$ cat config.mk
export PLATFORM = sky130hd
export DESIGN_NAME = mips_cpu
export DESIGN_NICKNAME = d
export VERILOG_FILES = /design/src/rtl/mips_pkg.sv /design/src/rtl/alu.sv /design/src/rtl/alu_decoder.sv /design/src/rtl/datapath.sv /design/src/rtl/main_decoder.sv /design/src/rtl/mips_cpu.sv /design/src/rtl/reg_file.sv
export SDC_FILE = /design/constraint.sdc
export NUM_CORES = 2
export LEC_CHECK = 0
export BUFFER_PORTS_ARGS = -buffer_cell sky130_fd_sc_hd__buf_2
export CAP_MARGIN = 20
export CORE_ASPECT_RATIO = 0.75
export CORE_UTILIZATION = 45
export DETAILED_ROUTE_END_ITERATION = 8
export PLACE_DENSITY_LB_ADDON = 0.3
export SLEW_MARGIN = 15
export SYNTH_ARGS = -nofsm -noshare
export SYNTH_HDL_FRONTEND = slang
export SYNTH_HIERARCHICAL = 1
export SYNTH_SLANG_ARGS = --single-unit
$ cat constraint.sdc
create_clock -name clk -period 38.1 [get_ports clk]
set_input_delay 7.62 -clock clk [delete_from_list [all_inputs] [get_ports clk]]
set_output_delay 7.62 -clock clk [all_outputs]
set_load 0.05 [all_outputs]
$ cat src/rtl/mips_pkg.sv
`default_nettype none

package mips_pkg;

	// Primary opcodes, instr[31:26]
	localparam logic [5:0] op_rtype = 6'b000000; // Decoded further by funct
	localparam logic [5:0] op_j     = 6'b000010;
	localparam logic [5:0] op_jal   = 6'b000011; // Links into $31
	localparam logic [5:0] op_beq   = 6'b000100;
	localparam logic [5:0] op_bne   = 6'b000101;
	localparam logic [5:0] op_blez  = 6'b000110; // Compare rs against zero
	localparam logic [5:0] op_bgtz  = 6'b000111;
	localparam logic [5:0] op_addiu = 6'b001001;
	localparam logic [5:0] op_slti  = 6'b001010;
	localparam logic [5:0] op_sltiu = 6'b001011;
	localparam logic [5:0] op_andi  = 6'b001100; // Logic immediates are zero extended
	localparam logic [5:0] op_ori   = 6'b001101;
	localparam logic [5:0] op_xori  = 6'b001110;
	localparam logic [5:0] op_lui   = 6'b001111;
	localparam logic [5:0] op_lw    = 6'b100011;
	localparam logic [5:0] op_sw    = 6'b101011;

	// R-type funct field, instr[5:0]
	localparam logic [5:0] fn_sll  = 6'b000000; // Shift by shamt
	localparam logic [5:0] fn_srl  = 6'b000010;
	localparam logic [5:0] fn_sra  = 6'b000011;
	localparam logic [5:0] fn_sllv = 6'b000100; // Shift by rs[4:0]
	localparam logic [5:0] fn_srlv = 6'b000110;
	localparam logic [5:0] fn_srav = 6'b000111;
	localparam logic [5:0] fn_jr   = 6'b001000;
	localparam logic [5:0] fn_jalr = 6'b001001; // Links into rd
	localparam logic [5:0] fn_addu = 6'b100001;
	localparam logic [5:0] fn_subu = 6'b100011;
	localparam logic [5:0] fn_and  = 6'b100100;
	localparam logic [5:0] fn_or   = 6'b100101;
	localparam logic [5:0] fn_xor  = 6'b100110;
	localparam logic [5:0] fn_slt  = 6'b101010;
	localparam logic [5:0] fn_sltu = 6'b101011;

	// Coarse ALU class from the main decoder
	localparam logic [1:0] alu_class_add   = 2'b00; // Load and store address
	localparam logic [1:0] alu_class_sub   = 2'b01; // Branch compare
	localparam logic [1:0] alu_class_rtype = 2'b10; // Funct decides
	localparam logic [1:0] alu_class_imm   = 2'b11; // Opcode decides

	// ALU operation select
	localparam logic [4:0] alu_and  = 5'b00000;
	localparam logic [4:0] alu_or   = 5'b00001;
	localparam logic [4:0] alu_xor  = 5'b00010;
	localparam logic [4:0] alu_addu = 5'b00011;
	localparam logic [4:0] alu_subu = 5'b00100;
	localparam logic [4:0] alu_sltu = 5'b00101;
	localparam logic [4:0] alu_slt  = 5'b00110;
	localparam logic [4:0] alu_sll  = 5'b01001;
	localparam logic [4:0] alu_sllv = 5'b01010;
	localparam logic [4:0] alu_sra  = 5'b01011;
	localparam logic [4:0] alu_srl  = 5'b01100;
	localparam logic [4:0] alu_srav = 5'b01101;
	localparam logic [4:0] alu_srlv = 5'b01110;
	localparam logic [4:0] alu_lui  = 5'b01111;
	// Result is zero when the condition holds, so the zero flag carries it
	localparam logic [4:0] alu_lez  = 5'b10000;
	localparam logic [4:0] alu_gtz  = 5'b10001;

	// One instruction word seen in the three MIPS formats
	typedef union packed {
		struct packed {
			logic [5:0] op;
			logic [4:0] rs;
			logic [4:0] rt;
			logic [4:0] rd;
			logic [4:0] shamt;
			logic [5:0] funct;
		} r_fmt;
		struct packed {
			logic [5:0]  op;
			logic [4:0]  rs;
			logic [4:0]  rt;
			logic [15:0] imm;
		} i_fmt;
		struct packed {
			logic [5:0]  op;
			logic [25:0] target;
		} j_fmt;
	} mips_instr_u;

endpackage

`default_nettype wire

$ cat src/rtl/alu.sv
`timescale 1ns/1ps
`default_nettype none

module alu import mips_pkg::*; (
	input  logic [31:0] a,      // rs operand
	input  logic [31:0] b,      // rt or immediate
	input  logic [4:0]  shamt,  // Fixed shift amount
	input  logic [4:0]  alu_op,
	output logic [31:0] result,
	output logic        zero
);

	logic signed [31:0] a_s;
	logic signed [31:0] b_s;
	logic        [4:0]  var_sh; // Variable shift amount from rs

	assign a_s    = a;
	assign b_s    = b;
	assign var_sh = a[4:0];

	always_comb begin
		case (alu_op)
			alu_and:  result = a & b;
			alu_or:   result = a | b;
			alu_xor:  result = a ^ b;
			alu_addu: result = a + b;
			alu_subu: result = a - b;
			alu_slt:  result = {31'd0, a_s < b_s}; // Signed compare
			alu_sltu: result = {31'd0, a < b};
			alu_sll:  result = b << shamt;
			alu_srl:  result = b >> shamt;
			alu_sra:  result = b_s >>> shamt; // Sign fill
			alu_sllv: result = b << var_sh;
			alu_srlv: result = b >> var_sh;
			alu_srav: result = b_s >>> var_sh;
			alu_lui:  result = {b[15:0], 16'd0};
			// Branch conditions are inverted into the zero flag
			alu_lez:  result = (a_s <= 32'sd0) ? 32'd0 : 32'd1;
			alu_gtz:  result = (a_s > 32'sd0) ? 32'd0 : 32'd1;
			default:  result = a + b;
		endcase
	end

	assign zero = (result == 32'd0);

endmodule

`default_nettype wire

$ cat src/rtl/alu_decoder.sv
`timescale 1ns/1ps
`default_nettype none

module alu_decoder import mips_pkg::*; (
	input  mips_instr_u instr,
	input  logic [1:0]  alu_class, // From main_decoder
	output logic [4:0]  alu_op
);

	always_comb begin
		alu_op = alu_addu;
		case (alu_class)
			alu_class_add: alu_op = alu_addu; // Load and store address
			alu_class_sub: begin
				case (instr.i_fmt.op)
					op_blez: alu_op = alu_lez;
					op_bgtz: alu_op = alu_gtz;
					default: alu_op = alu_subu; // beq and bne
				endcase
			end
			alu_class_rtype: begin
				case (instr.r_fmt.funct)
					fn_addu: alu_op = alu_addu;
					fn_subu: alu_op = alu_subu;
					fn_and:  alu_op = alu_and;
					fn_or:   alu_op = alu_or;
					fn_xor:  alu_op = alu_xor;
					fn_slt:  alu_op = alu_slt;
					fn_sltu: alu_op = alu_sltu;
					fn_sll:  alu_op = alu_sll;
					fn_srl:  alu_op = alu_srl;
					fn_sra:  alu_op = alu_sra;
					fn_sllv: alu_op = alu_sllv;
					fn_srlv: alu_op = alu_srlv;
					fn_srav: alu_op = alu_srav;
					default: alu_op = alu_addu; // jr, jalr and unknown
				endcase
			end
			alu_class_imm: begin
				case (instr.i_fmt.op)
					op_addiu: alu_op = alu_addu;
					op_slti:  alu_op = alu_slt;
					op_sltiu: alu_op = alu_sltu;
					op_andi:  alu_op = alu_and;
					op_ori:   alu_op = alu_or;
					op_xori:  alu_op = alu_xor;
					op_lui:   alu_op = alu_lui;
					default:  alu_op = alu_addu;
				endcase
			end
			default: alu_op = alu_addu;
		endcase
	end

endmodule

`default_nettype wire

$ cat src/rtl/datapath.sv
`timescale 1ns/1ps
`default_nettype none

module datapath import mips_pkg::*; #(
	parameter logic [31:0] reset_vector = 32'h0000_0400
) (
	input  logic        clk,
	input  logic        reset,
	input  logic        clk_enable,
	input  mips_instr_u instr,
	input  logic        reg_write,
	input  logic        reg_dst_rd,
	input  logic        link,
	input  logic        alu_src_imm,
	input  logic        imm_zero_ext,
	input  logic        mem_to_reg,
	input  logic        mem_write,
	input  logic        mem_read,
	input  logic        branch_eq,
	input  logic        branch_ne,
	input  logic        branch_cmp,
	input  logic        jump,
	input  logic        jump_reg,
	input  logic        shift_imm,
	input  logic [4:0]  alu_op,
	input  logic [31:0] data_readdata,
	output logic [31:0] pc,
	output logic        active,
	output logic [31:0] v0,
	output logic [31:0] data_address,
	output logic [31:0] data_writedata,
	output logic        data_write,
	output logic        data_read
);

	logic        commit;      // This edge retires the instruction
	logic [31:0] pc_plus4;
	logic [31:0] sign_imm;
	logic [31:0] imm_ext;
	logic [31:0] branch_target;
	logic [31:0] jump_target;
	logic [31:0] pc_next;
	logic        taken;
	logic        halt;
	logic [31:0] rs_data;
	logic [31:0] rt_data;
	logic [31:0] alu_b;
	logic [4:0]  alu_shamt;
	logic [31:0] alu_result;
	logic        alu_zero;
	logic [4:0]  wr_addr;
	logic [31:0] wr_data;

	assign commit = clk_enable & active & ~reset;

	assign pc_plus4      = pc + 32'd4;
	assign sign_imm      = {{16{instr.i_fmt.imm[15]}}, instr.i_fmt.imm};
	assign imm_ext       = imm_zero_ext ? {16'd0, instr.i_fmt.imm} : sign_imm;
	assign branch_target = pc_plus4 + {sign_imm[29:0], 2'b00}; // Word offset
	assign jump_target   = {pc_plus4[31:28], instr.j_fmt.target, 2'b00};

	// lez and gtz report through zero like beq does
	assign taken = (branch_eq & alu_zero) | (branch_ne & ~alu_zero) | (branch_cmp & alu_zero);

	always_comb begin
		if (jump_reg) begin
			pc_next = rs_data;
		end else if (jump) begin
			pc_next = jump_target;
		end else if (taken) begin
			pc_next = branch_target;
		end else begin
			pc_next = pc_plus4; // No delay slot
		end
	end

	assign halt = jump_reg & (rs_data == 32'd0); // jr or jalr to address 0

	always_ff @(posedge clk or posedge reset) begin
		if (reset) begin
			pc     <= reset_vector;
			active <= 1'b1;
		end else if (commit) begin
			pc <= pc_next;
			if (halt) begin
				active <= 1'b0; // Stays low until the next reset
			end
		end
	end

	// $31 for jal, rd for jalr and R-type, rt otherwise
	assign wr_addr = reg_dst_rd ? instr.r_fmt.rd : (link ? 5'd31 : instr.i_fmt.rt);
	assign wr_data = link ? pc_plus4 : (mem_to_reg ? data_readdata : alu_result);

	reg_file i_reg_file (
		.clk   (clk),
		.reset (reset),
		.we    (reg_write & commit),
		.ra1   (instr.r_fmt.rs),
		.ra2   (instr.r_fmt.rt),
		.wa    (wr_addr),
		.wd    (wr_data),
		.rd1   (rs_data),
		.rd2   (rt_data),
		.v0    (v0)
	);

	assign alu_b     = alu_src_imm ? imm_ext : rt_data;
	assign alu_shamt = shift_imm ? instr.r_fmt.shamt : 5'd0; // Field only valid for fixed shifts

	alu i_alu (
		.a      (rs_data),
		.b      (alu_b),
		.shamt  (alu_shamt),
		.alu_op (alu_op),
		.result (alu_result),
		.zero   (alu_zero)
	);

	assign data_address   = alu_result;
	assign data_writedata = rt_data;
	assign data_write     = mem_write & commit; // Quiet while halted or stalled
	assign data_read      = mem_read & commit;

endmodule

`default_nettype wire

$ cat src/rtl/main_decoder.sv
`timescale 1ns/1ps
`default_nettype none

module main_decoder import mips_pkg::*; (
	input  mips_instr_u instr,
	output logic        reg_write,    // Write a result into the register file
	output logic        reg_dst_rd,   // Destination is rd, else rt
	output logic        link,         // Write back PC+4
	output logic        alu_src_imm,  // ALU b from the immediate
	output logic        imm_zero_ext,
	output logic        mem_to_reg,
	output logic        mem_write,
	output logic        mem_read,
	output logic        branch_eq,    // Taken on zero
	output logic        branch_ne,    // Taken on not zero
	output logic        branch_cmp,   // blez or bgtz, taken on zero
	output logic        jump,
	output logic        jump_reg,
	output logic        shift_imm,    // Shift amount from the shamt field
	output logic [1:0]  alu_class
);

	always_comb begin
		// Anything not listed below writes nothing
		reg_write    = 1'b0;
		reg_dst_rd   = 1'b0;
		link         = 1'b0;
		alu_src_imm  = 1'b0;
		imm_zero_ext = 1'b0;
		mem_to_reg   = 1'b0;
		mem_write    = 1'b0;
		mem_read     = 1'b0;
		branch_eq    = 1'b0;
		branch_ne    = 1'b0;
		branch_cmp   = 1'b0;
		jump         = 1'b0;
		jump_reg     = 1'b0;
		shift_imm    = 1'b0;
		alu_class    = alu_class_add;

		case (instr.r_fmt.op)
			op_rtype: begin
				alu_class = alu_class_rtype;
				case (instr.r_fmt.funct)
					fn_jr: jump_reg = 1'b1; // No write back
					fn_jalr: begin
						jump_reg   = 1'b1;
						reg_write  = 1'b1;
						reg_dst_rd = 1'b1;
						link       = 1'b1; // PC+4 into rd
					end
					fn_sll, fn_srl, fn_sra: begin
						reg_write  = 1'b1;
						reg_dst_rd = 1'b1;
						shift_imm  = 1'b1;
					end
					default: begin
						reg_write  = 1'b1; // Plain ALU op into rd
						reg_dst_rd = 1'b1;
					end
				endcase
			end
			op_addiu, op_slti, op_sltiu, op_lui: begin
				reg_write   = 1'b1;
				alu_src_imm = 1'b1;
				alu_class   = alu_class_imm;
			end
			op_andi, op_ori, op_xori: begin
				reg_write    = 1'b1;
				alu_src_imm  = 1'b1;
				imm_zero_ext = 1'b1;
				alu_class    = alu_class_imm;
			end
			op_lw: begin
				reg_write   = 1'b1;
				alu_src_imm = 1'b1;
				mem_to_reg  = 1'b1;
				mem_read    = 1'b1;
			end
			op_sw: begin
				alu_src_imm = 1'b1; // Address is rs plus offset
				mem_write   = 1'b1;
			end
			op_beq: begin
				branch_eq = 1'b1;
				alu_class = alu_class_sub;
			end
			op_bne: begin
				branch_ne = 1'b1;
				alu_class = alu_class_sub;
			end
			op_blez, op_bgtz: begin
				branch_cmp = 1'b1; // Opcode picks lez or gtz
				alu_class  = alu_class_sub;
			end
			op_j: jump = 1'b1;
			op_jal: begin
				jump      = 1'b1;
				reg_write = 1'b1;
				link      = 1'b1; // PC+4 into $31
			end
			default: ;
		endcase
	end

endmodule

`default_nettype wire

$ cat src/rtl/mips_cpu.sv
`timescale 1ns/1ps
`default_nettype none

module mips_cpu #(
	parameter logic [31:0] reset_vector = 32'h0000_0400 // First fetch address
) (
	input  logic        clk,
	input  logic        reset,
	output logic        active,          // Low once jr to 0 retires
	output logic [31:0] register_v0,
	input  logic        clk_enable,      // Low freezes all state
	output logic [31:0] instr_address,
	input  logic [31:0] instr_readdata,  // Same cycle as instr_address
	output logic [31:0] data_address,
	output logic        data_write,
	output logic        data_read,
	output logic [31:0] data_writedata,
	input  logic [31:0] data_readdata    // Same cycle as data_address
);

	logic       reg_write;
	logic       reg_dst_rd;
	logic       link;
	logic       alu_src_imm;
	logic       imm_zero_ext;
	logic       mem_to_reg;
	logic       mem_write;
	logic       mem_read;
	logic       branch_eq;
	logic       branch_ne;
	logic       branch_cmp;
	logic       jump;
	logic       jump_reg;
	logic       shift_imm;
	logic [1:0] alu_class;
	logic [4:0] alu_op;

	main_decoder i_main_decoder (
		.instr        (instr_readdata),
		.reg_write    (reg_write),
		.reg_dst_rd   (reg_dst_rd),
		.link         (link),
		.alu_src_imm  (alu_src_imm),
		.imm_zero_ext (imm_zero_ext),
		.mem_to_reg   (mem_to_reg),
		.mem_write    (mem_write),
		.mem_read     (mem_read),
		.branch_eq    (branch_eq),
		.branch_ne    (branch_ne),
		.branch_cmp   (branch_cmp),
		.jump         (jump),
		.jump_reg     (jump_reg),
		.shift_imm    (shift_imm),
		.alu_class    (alu_class)
	);

	alu_decoder i_alu_decoder (
		.instr     (instr_readdata),
		.alu_class (alu_class),
		.alu_op    (alu_op)
	);

	datapath #(
		.reset_vector (reset_vector)
	) i_datapath (
		.clk            (clk),
		.reset          (reset),
		.clk_enable     (clk_enable),
		.instr          (instr_readdata),
		.reg_write      (reg_write),
		.reg_dst_rd     (reg_dst_rd),
		.link           (link),
		.alu_src_imm    (alu_src_imm),
		.imm_zero_ext   (imm_zero_ext),
		.mem_to_reg     (mem_to_reg),
		.mem_write      (mem_write),
		.mem_read       (mem_read),
		.branch_eq      (branch_eq),
		.branch_ne      (branch_ne),
		.branch_cmp     (branch_cmp),
		.jump           (jump),
		.jump_reg       (jump_reg),
		.shift_imm      (shift_imm),
		.alu_op         (alu_op),
		.data_readdata  (data_readdata),
		.pc             (instr_address),
		.active         (active),
		.v0             (register_v0),
		.data_address   (data_address),
		.data_writedata (data_writedata),
		.data_write     (data_write),
		.data_read      (data_read)
	);

endmodule

`default_nettype wire

$ cat src/rtl/reg_file.sv
`timescale 1ns/1ps
`default_nettype none

module reg_file (
	input  logic        clk,
	input  logic        reset,
	input  logic        we,  // Already qualified with the commit condition
	input  logic [4:0]  ra1,
	input  logic [4:0]  ra2,
	input  logic [4:0]  wa,
	input  logic [31:0] wd,
	output logic [31:0] rd1,
	output logic [31:0] rd2,
	output logic [31:0] v0   // Register 2 for observation
);

	logic [31:0] regs [32];

	always_ff @(posedge clk or posedge reset) begin
		if (reset) begin
			for (int i = 0; i < 32; i++) begin
				regs[i] <= 32'd0;
			end
		end else if (we && wa != 5'd0) begin // $0 never takes a write
			regs[wa] <= wd;
		end
	end

	// Combinational reads, $0 is hard zero
	assign rd1 = (ra1 == 5'd0) ? 32'd0 : regs[ra1];
	assign rd2 = (ra2 == 5'd0) ? 32'd0 : regs[ra2];
	assign v0  = regs[2];

endmodule

`default_nettype wire

# After elaboration in Yosys (flattened, before gate mapping)

Memory sizes are Yosys's and may differ from the RTL's.
Cells that the tools add are included.

Register bits: 1057
Memory bits (read-only): 256
Input port bits: 67
Output and inout bits: 131
Logic and storage cells: 174
Memories: 1

Memory list:

| memory          | depth | width | rd ports | clocked after memory_dff | write ports | RTL line          | text |
|---|---|---|---|---|---|---|---|
| (no name shown) | 64    | 4     | 1        | 0                        | 0           | alu_decoder.sv:22 | `case (instr.r_fmt.funct)` |

Add/subtract/negate cells: 4
Order comparisons: 8
Equality and inequality tests: 36
Shift operators: 6
Multiplexer cells: 45
Bitwise operators: 19
Reductions and logical operators: 21

Operators with widths:

| operator                                             | count |
|---|---|
| bitwise mux 1024 bit                                 | 1 |
| case mux 32 bit (15 select lines)                    | 1 |
| two-way mux 32 bit                                   | 14 |
| binary-select mux 32 bit (select 5 bit)              | 2 |
| demux 32 bit (select 5 bit)                          | 1 |
| adder 32 bit                                         | 2 |
| logical NOT 32 bit                                   | 2 |
| less-than comparator 32 bit                          | 2 |
| << shifter 32 x 5 -> 32 bit                          | 2 |
| right shift 32 x 5 -> 32 bit                         | 2 |
| >>> shifter 32 x 5 -> 32 bit                         | 2 |
| == test 6 x 4 -> 1 bit, second input constant        | 9 |
| == test 5 x 4 -> 1 bit, second input constant        | 7 |
| adder 32 x 3 -> 32 bit, second input constant        | 1 |
| bitwise AND 32 bit                                   | 1 |
| > comparator 32 x 1 -> 1 bit, second input constant  | 1 |
| <= comparator 32 x 1 -> 1 bit, second input constant | 1 |
| OR 32 bit                                            | 1 |
| subtractor 32 bit                                    | 1 |
| XOR 32 bit                                           | 1 |
| == test 6 x 2 -> 1 bit, second input constant        | 4 |
| == test 6 x 3 -> 1 bit, second input constant        | 4 |
| case mux 4 bit (6 select lines)                      | 1 |
| case mux 5 bit (4 select lines)                      | 1 |
| 29 further kinds                                     | 75 |

# Longest topological paths before layout

Depth in word-level cells: 16
Mapped depth: 37
Mapped depth without buffers: 28

# By module

The synthesis kept the hierarchy.

Modules (own cells, without submodules):

| module       | instances | cells each | area each (sq um) |
|---|---|---|---|
| reg_file     | 1         | 3829       | 54900.2 |
| alu          | 1         | 2180       | 13651.8 |
| datapath     | 1         | 750        | 5353.9 |
| main_decoder | 1         | 42         | 247.7 |
| alu_decoder  | 1         | 41         | 246.5 |

# Worst setup path before layout

Ideal clock, no wire load.

Kind: input to output
Start: input port instr_readdata[16]
End: output port data_address[29]
Arrival: 13733 ps
Data required time: 30480 ps
Slack: 16747 ps
Stages: 23
Path buffers: 7
Path through: buf_6 -> buf_6 -> buf_6 -> buf_6 -> buf_6 -> mux2i_1 -> a22oi_1 -> nand3_1 -> a311oi_1 -> mux2_2 -> clkbuf_1 -> inv_1 -> ha_1 -> buf_2 -> nand4b_1 -> a2111oi_0 -> o21bai_1 -> o21a_1 -> nor3b_1 -> o21ai_0 -> a22oi_1 -> o21ai_0 -> nor2_1

Longest elaborated chain between the ends: 8

RTL lines:

| what                                                   | RTL line             | text |
|---|---|---|
| from (decl)                                            | mips_cpu.sv:13       | `input logic [31:0] instr_readdata,` |
| NOT 5 -> 6 bit (implied by the code)                   | reg_file.sv:31       | `assign rd2 = (ra2 == 5'd0) ? 32'd0 : regs[ra2];` |
| binary-select mux 32 bit (select 5 bit)                | reg_file.sv:31       |  |
| two-way mux 32 bit (implied by the code) (2 in series) | reg_file.sv:31       |  |
| two-way mux 32 bit *                                   | reg_file.sv:31       |  |
| via data_writedata[4]                                  | mips_cpu.sv:17       | `output logic [31:0] data_writedata,` |
| two-way mux 32 bit *                                   | datapath.sv:108      | `assign alu_b = alu_src_imm ? imm_ext : rt_data;` |
| via i_datapath.alu_b[4]                                | datapath.sv:47       | `logic [31:0] alu_b;` |
| adder 32 bit, or another cell as far along             | alu.sv:26, alu.sv:40 |  |
| case mux 32 bit (15 select lines) *                    | alu.sv:22            | `case (alu_op)` |
| to (decl)                                              | mips_cpu.sv:14       | `output logic [31:0] data_address,` |

Mark *: on every way through the listed nets, which the timed path passes. The rest lies on a longest branch. The select of a mux whose other input is x is not followed.

# Final worst setup path

Start: input port instr_readdata[16]
End: output port data_address[28]

Longest elaborated chain between the ends: 8

RTL lines:

| what                                                   | RTL line |
|---|---|
| NOT 5 -> 6 bit (implied by the code)                   | reg_file.sv:31 |
| binary-select mux 32 bit (select 5 bit)                | reg_file.sv:31 |
| two-way mux 32 bit (implied by the code) (2 in series) | reg_file.sv:31 |
| two-way mux 32 bit *                                   | reg_file.sv:31 |
| two-way mux 32 bit *                                   | datapath.sv:108 |
| via i_datapath.alu_b[10]                               | datapath.sv:47 |
| adder 32 bit, or another cell as far along             | alu.sv:26, alu.sv:40 |
| case mux 32 bit (15 select lines) *                    | alu.sv:22 |

Marks and branches as above.

==> reports/results.ini <==
[placed_design]
gp_congestion = 1.15
place_inst = 8808
hpwl_mm = 262
port_buffers = 197
place_ws_ps = 14070

[cts]
clk_path_buf_depth = 3
cts_tree = done
root_buffer = clkbuf_16
htree_num_levels = 3
cts.sinks = 1057
clk_latency_ps = 750
cts_made_buffers = 104
hold_buffers = 0
clkTransAtPathRegs_ps = 60
cts_setup_buffers = 0
post_cts_resized = 0

[critical_path]
worstPathArrival_ps = 16940
r2r_end = i_datapath/pc[19]
reg2regPathDepth = 27
reg2reg_from = i_datapath/i_reg_file/v0[10]
cp.required_ps = 30480
r2r_slack_ps = 27090
worstSetupEndpointType = output pin
start_kind = input port
critPathMaxFanout = 72
worstSetupPathType = in2out

[detailed_routing]
wl_per_cell_um = 41.4
drtPass1Iterations = 8
drc_errors = 0
routed_wl_mm = 373
drt-initial-drc-count = 10193
ant_nets = 0
via_per_inst = 7.36
vias = 66357

[power_and_ir_drop]
p_sw_share_pct = 35.1
power.total_mw = 2.98
p_clk_share_pct = 37.3
peakVddDrop_mv = 0.0394
p_sw_mw = 1.05
p_int_mw = 1.93
powerDensity_nw_per_um2 = 36.4
p_seq_share_pct = 37.7
combPwrFrac_pct = 25.1
p_leak_nw = 36.9

[timing]
relSlewSlack_pct = 4.23
setup_viol_count_final = 0
rsz0062_at_grt = no
skew_ps = 42.4
setup_tns_ps = 0
tightest_slew_ps = 1430
period_share_pct = 64.5
timing.final.ws_setup_ps = 13540
finalMaxSlewViolations = 0
hold_viol = 0
finalCriticalPeriod_ps = 24560
fmax_mhz = 40.7

[floorplanning]
rows = 128
die_y_um = 354
initial_core_util_pct = 45.6
dieArea_um2 = 167000
coreArea_um2 = 163000
io_pins = 198
die_w_um = 472

[logic_synthesis]
async_reset_ff_share_pct = 100
synth_commonest_cells = 1072 x mux2_2, 1055 x dfrtp_1, 461 x mux2i_1
syn_area_per_cell_um2 = 10.9
synth_top_area_share_pct = 35.5
synth_edf_count = 0
yosys-top-cells-area = dfrtp_1 35%, mux2_2 16%, mux4_2 10%
ys.warnings.count = 6
synth_nets = 7045
synthesis.area_um2 = 74400
synth.most_common_cell = mux2_2
synthFlopType = dfrtp_1
yosys.cell_types.count = 119
ys_seq_elements = 1057
yosysSeqAreaShare_pct = 35.6
synthCells = 6842
synth_area_leader_cell = dfrtp_1

[global_routing]
overflow = 0
antenna_found_initial = 33
grt_first_pass_wirelength_mm = 511
grt_pass1_vias = 62182
grt_max_degree = 197
track_usage_pct = 43.6

[run]
cap_viol_max_count = 0

[worst_hold_path]
min_path_type = reg2reg
min_path_cells = 0
whs_endpoint = i_datapath/i_reg_file/regs[1016]
hold_start = i_datapath/i_reg_file/regs[1016]

[cells_and_area]
layoutNonFillerInstCount = 9022
area_growth_pct = 9.96
nFillCells = 14419
drive_gt1_share_pct = 34.2
final_nets = 6976

[status]
status = finished, final reports clean

## worst max-delay path, stage by stage
cell and delay, ps:
buf_8 610, buf_4 700, buf_4 700, mux4_2 360
a22o_1 150, a211oi_1 60, a211oi_1 960, mux2_2 630
inv_1 190, ha_1 520, nor4_1 760, nand2_1 130
a211oi_1 830, nor3b_1 130, buf_2 240, o31ai_1 560
a31oi_1 180, nor4b_1 390, nor3_1 100, a311oi_1 610
inv_1 130, buf_2 250
## sequential cells by signal (all words and copies together) (netlist names)
name and cells:
i_datapath/active 1, i_datapath/i_reg_file/regs 992, i_datapath/pc 32, i_datapath/i_reg_file/v0 32
## layout make-up
type	count	area [um2]	share of cell area, %
clock buffers	152	3140	3.84
multi-input cells	4940	44800	54.8
repair buffers	532	3640	4.45
diodes	20	50.0	0.0612
flip-flops and latches	1057	26500	32.3
well taps	2145	2680	3.28
clock inverters	38	515	0.630
inverters	138	526	0.642
## layer usage
metal  vias to the layer above  wire (um)  track usage [%]
li1                      26041          -                -
met1                     34188     152000             61.2
met2                      5044     143000             56.7
met3                      1048      55800             18.8
met4                        36      22100             21.5
met5                         -        230                0
## cells in the final DEF (no fill, tap or decap), types with 32 or more instances in the layout
cell       synthesis  routed
mux2_2          1072    1072
dfrtp_1         1055    1055
mux2i_1          461     458
mux4_2           346     346
nand2_1          356     339
buf_4             83     326
a21oi_1          325     318
nor2_1           265     240
o21ai_0          229     195
buf_2            113     191
a22oi_1          183     183
a211oi_1         183     182
nor3_1           156     144
inv_1            134     133
ha_1             133     133
nand3_1          110     110
clkbuf_16          0     105
nand2b_1          67      67
o22ai_1           57      57
o211ai_1          56      56
a31oi_1           55      54
a22o_1            54      54
nor2b_1           58      51
xnor2_1           42      42
a21o_1            39      39
nor4_1            59      38
o221ai_1          38      38
clkbuf_8           0      36
nand4_1           36      36
and3_1            35      35
o21ai_2            1      32
## power groups by stage
| stage | combinational (mW) | clock (mW) | sequential (mW) |
|---|---|---|---|
| after floorplan | 0.392 | 0 | 1.15 |
| after global placement | 0.707 | 0 | 1.14 |
| after detailed placement | 0.706 | 0 | 1.14 |
| after CTS | 0.709 | 1.12 | 1.12 |
| after global routing | 0.755 | 1.16 | 1.12 |
| final | 0.747 | 1.11 | 1.12 |
## metrics by stage
| stage | hold slack (ps) | instance area, um2 | utilization, % |
|---|---|---|---|
| CTS | 402 | 81700 | 50.1 |
| floorplan | 441 | 74400 | - |
| detailed placement | 388 | 78000 | 47.8 |
| global route | 413 | 81800 | 50.1 |
| finish | 404 | 81800 | 50.1 |
| global placement | 379 | 78000 | 47.8 |
## cells by family (layout without fill, tap and decap cells)
kind of cell	count (synthesis)	count (layout)	share of synthesized area (%)
other	0	20	0
AOI/OAI and AO/OA	1557	1557	14.4
xor gates and xnor gates	67	67	0.819
muxes	1879	1879	32.9
adders and majority gates	136	136	2.32
buffers and inverters	845	860	5.20
and+or+nand+nor	1301	1301	8.79
DFF	1057	1057	35.6
## worst max path at each step
stage	startpoint	to	slack, ps	depth (start not counted)
floorplan	reset	i_datapath/i_reg_file/regs[0]	1660	1
global placement	instr_readdata[16]	data_address[28]	14170	21
detailed placement	instr_readdata[16]	data_address[28]	14070	21
CTS	instr_readdata[16]	data_address[28]	14010	21
global route	instr_readdata[16]	data_address[28]	13480	22
finish	instr_readdata[16]	data_address[28]	13540	22
Power figures use the tool's default switching activity.
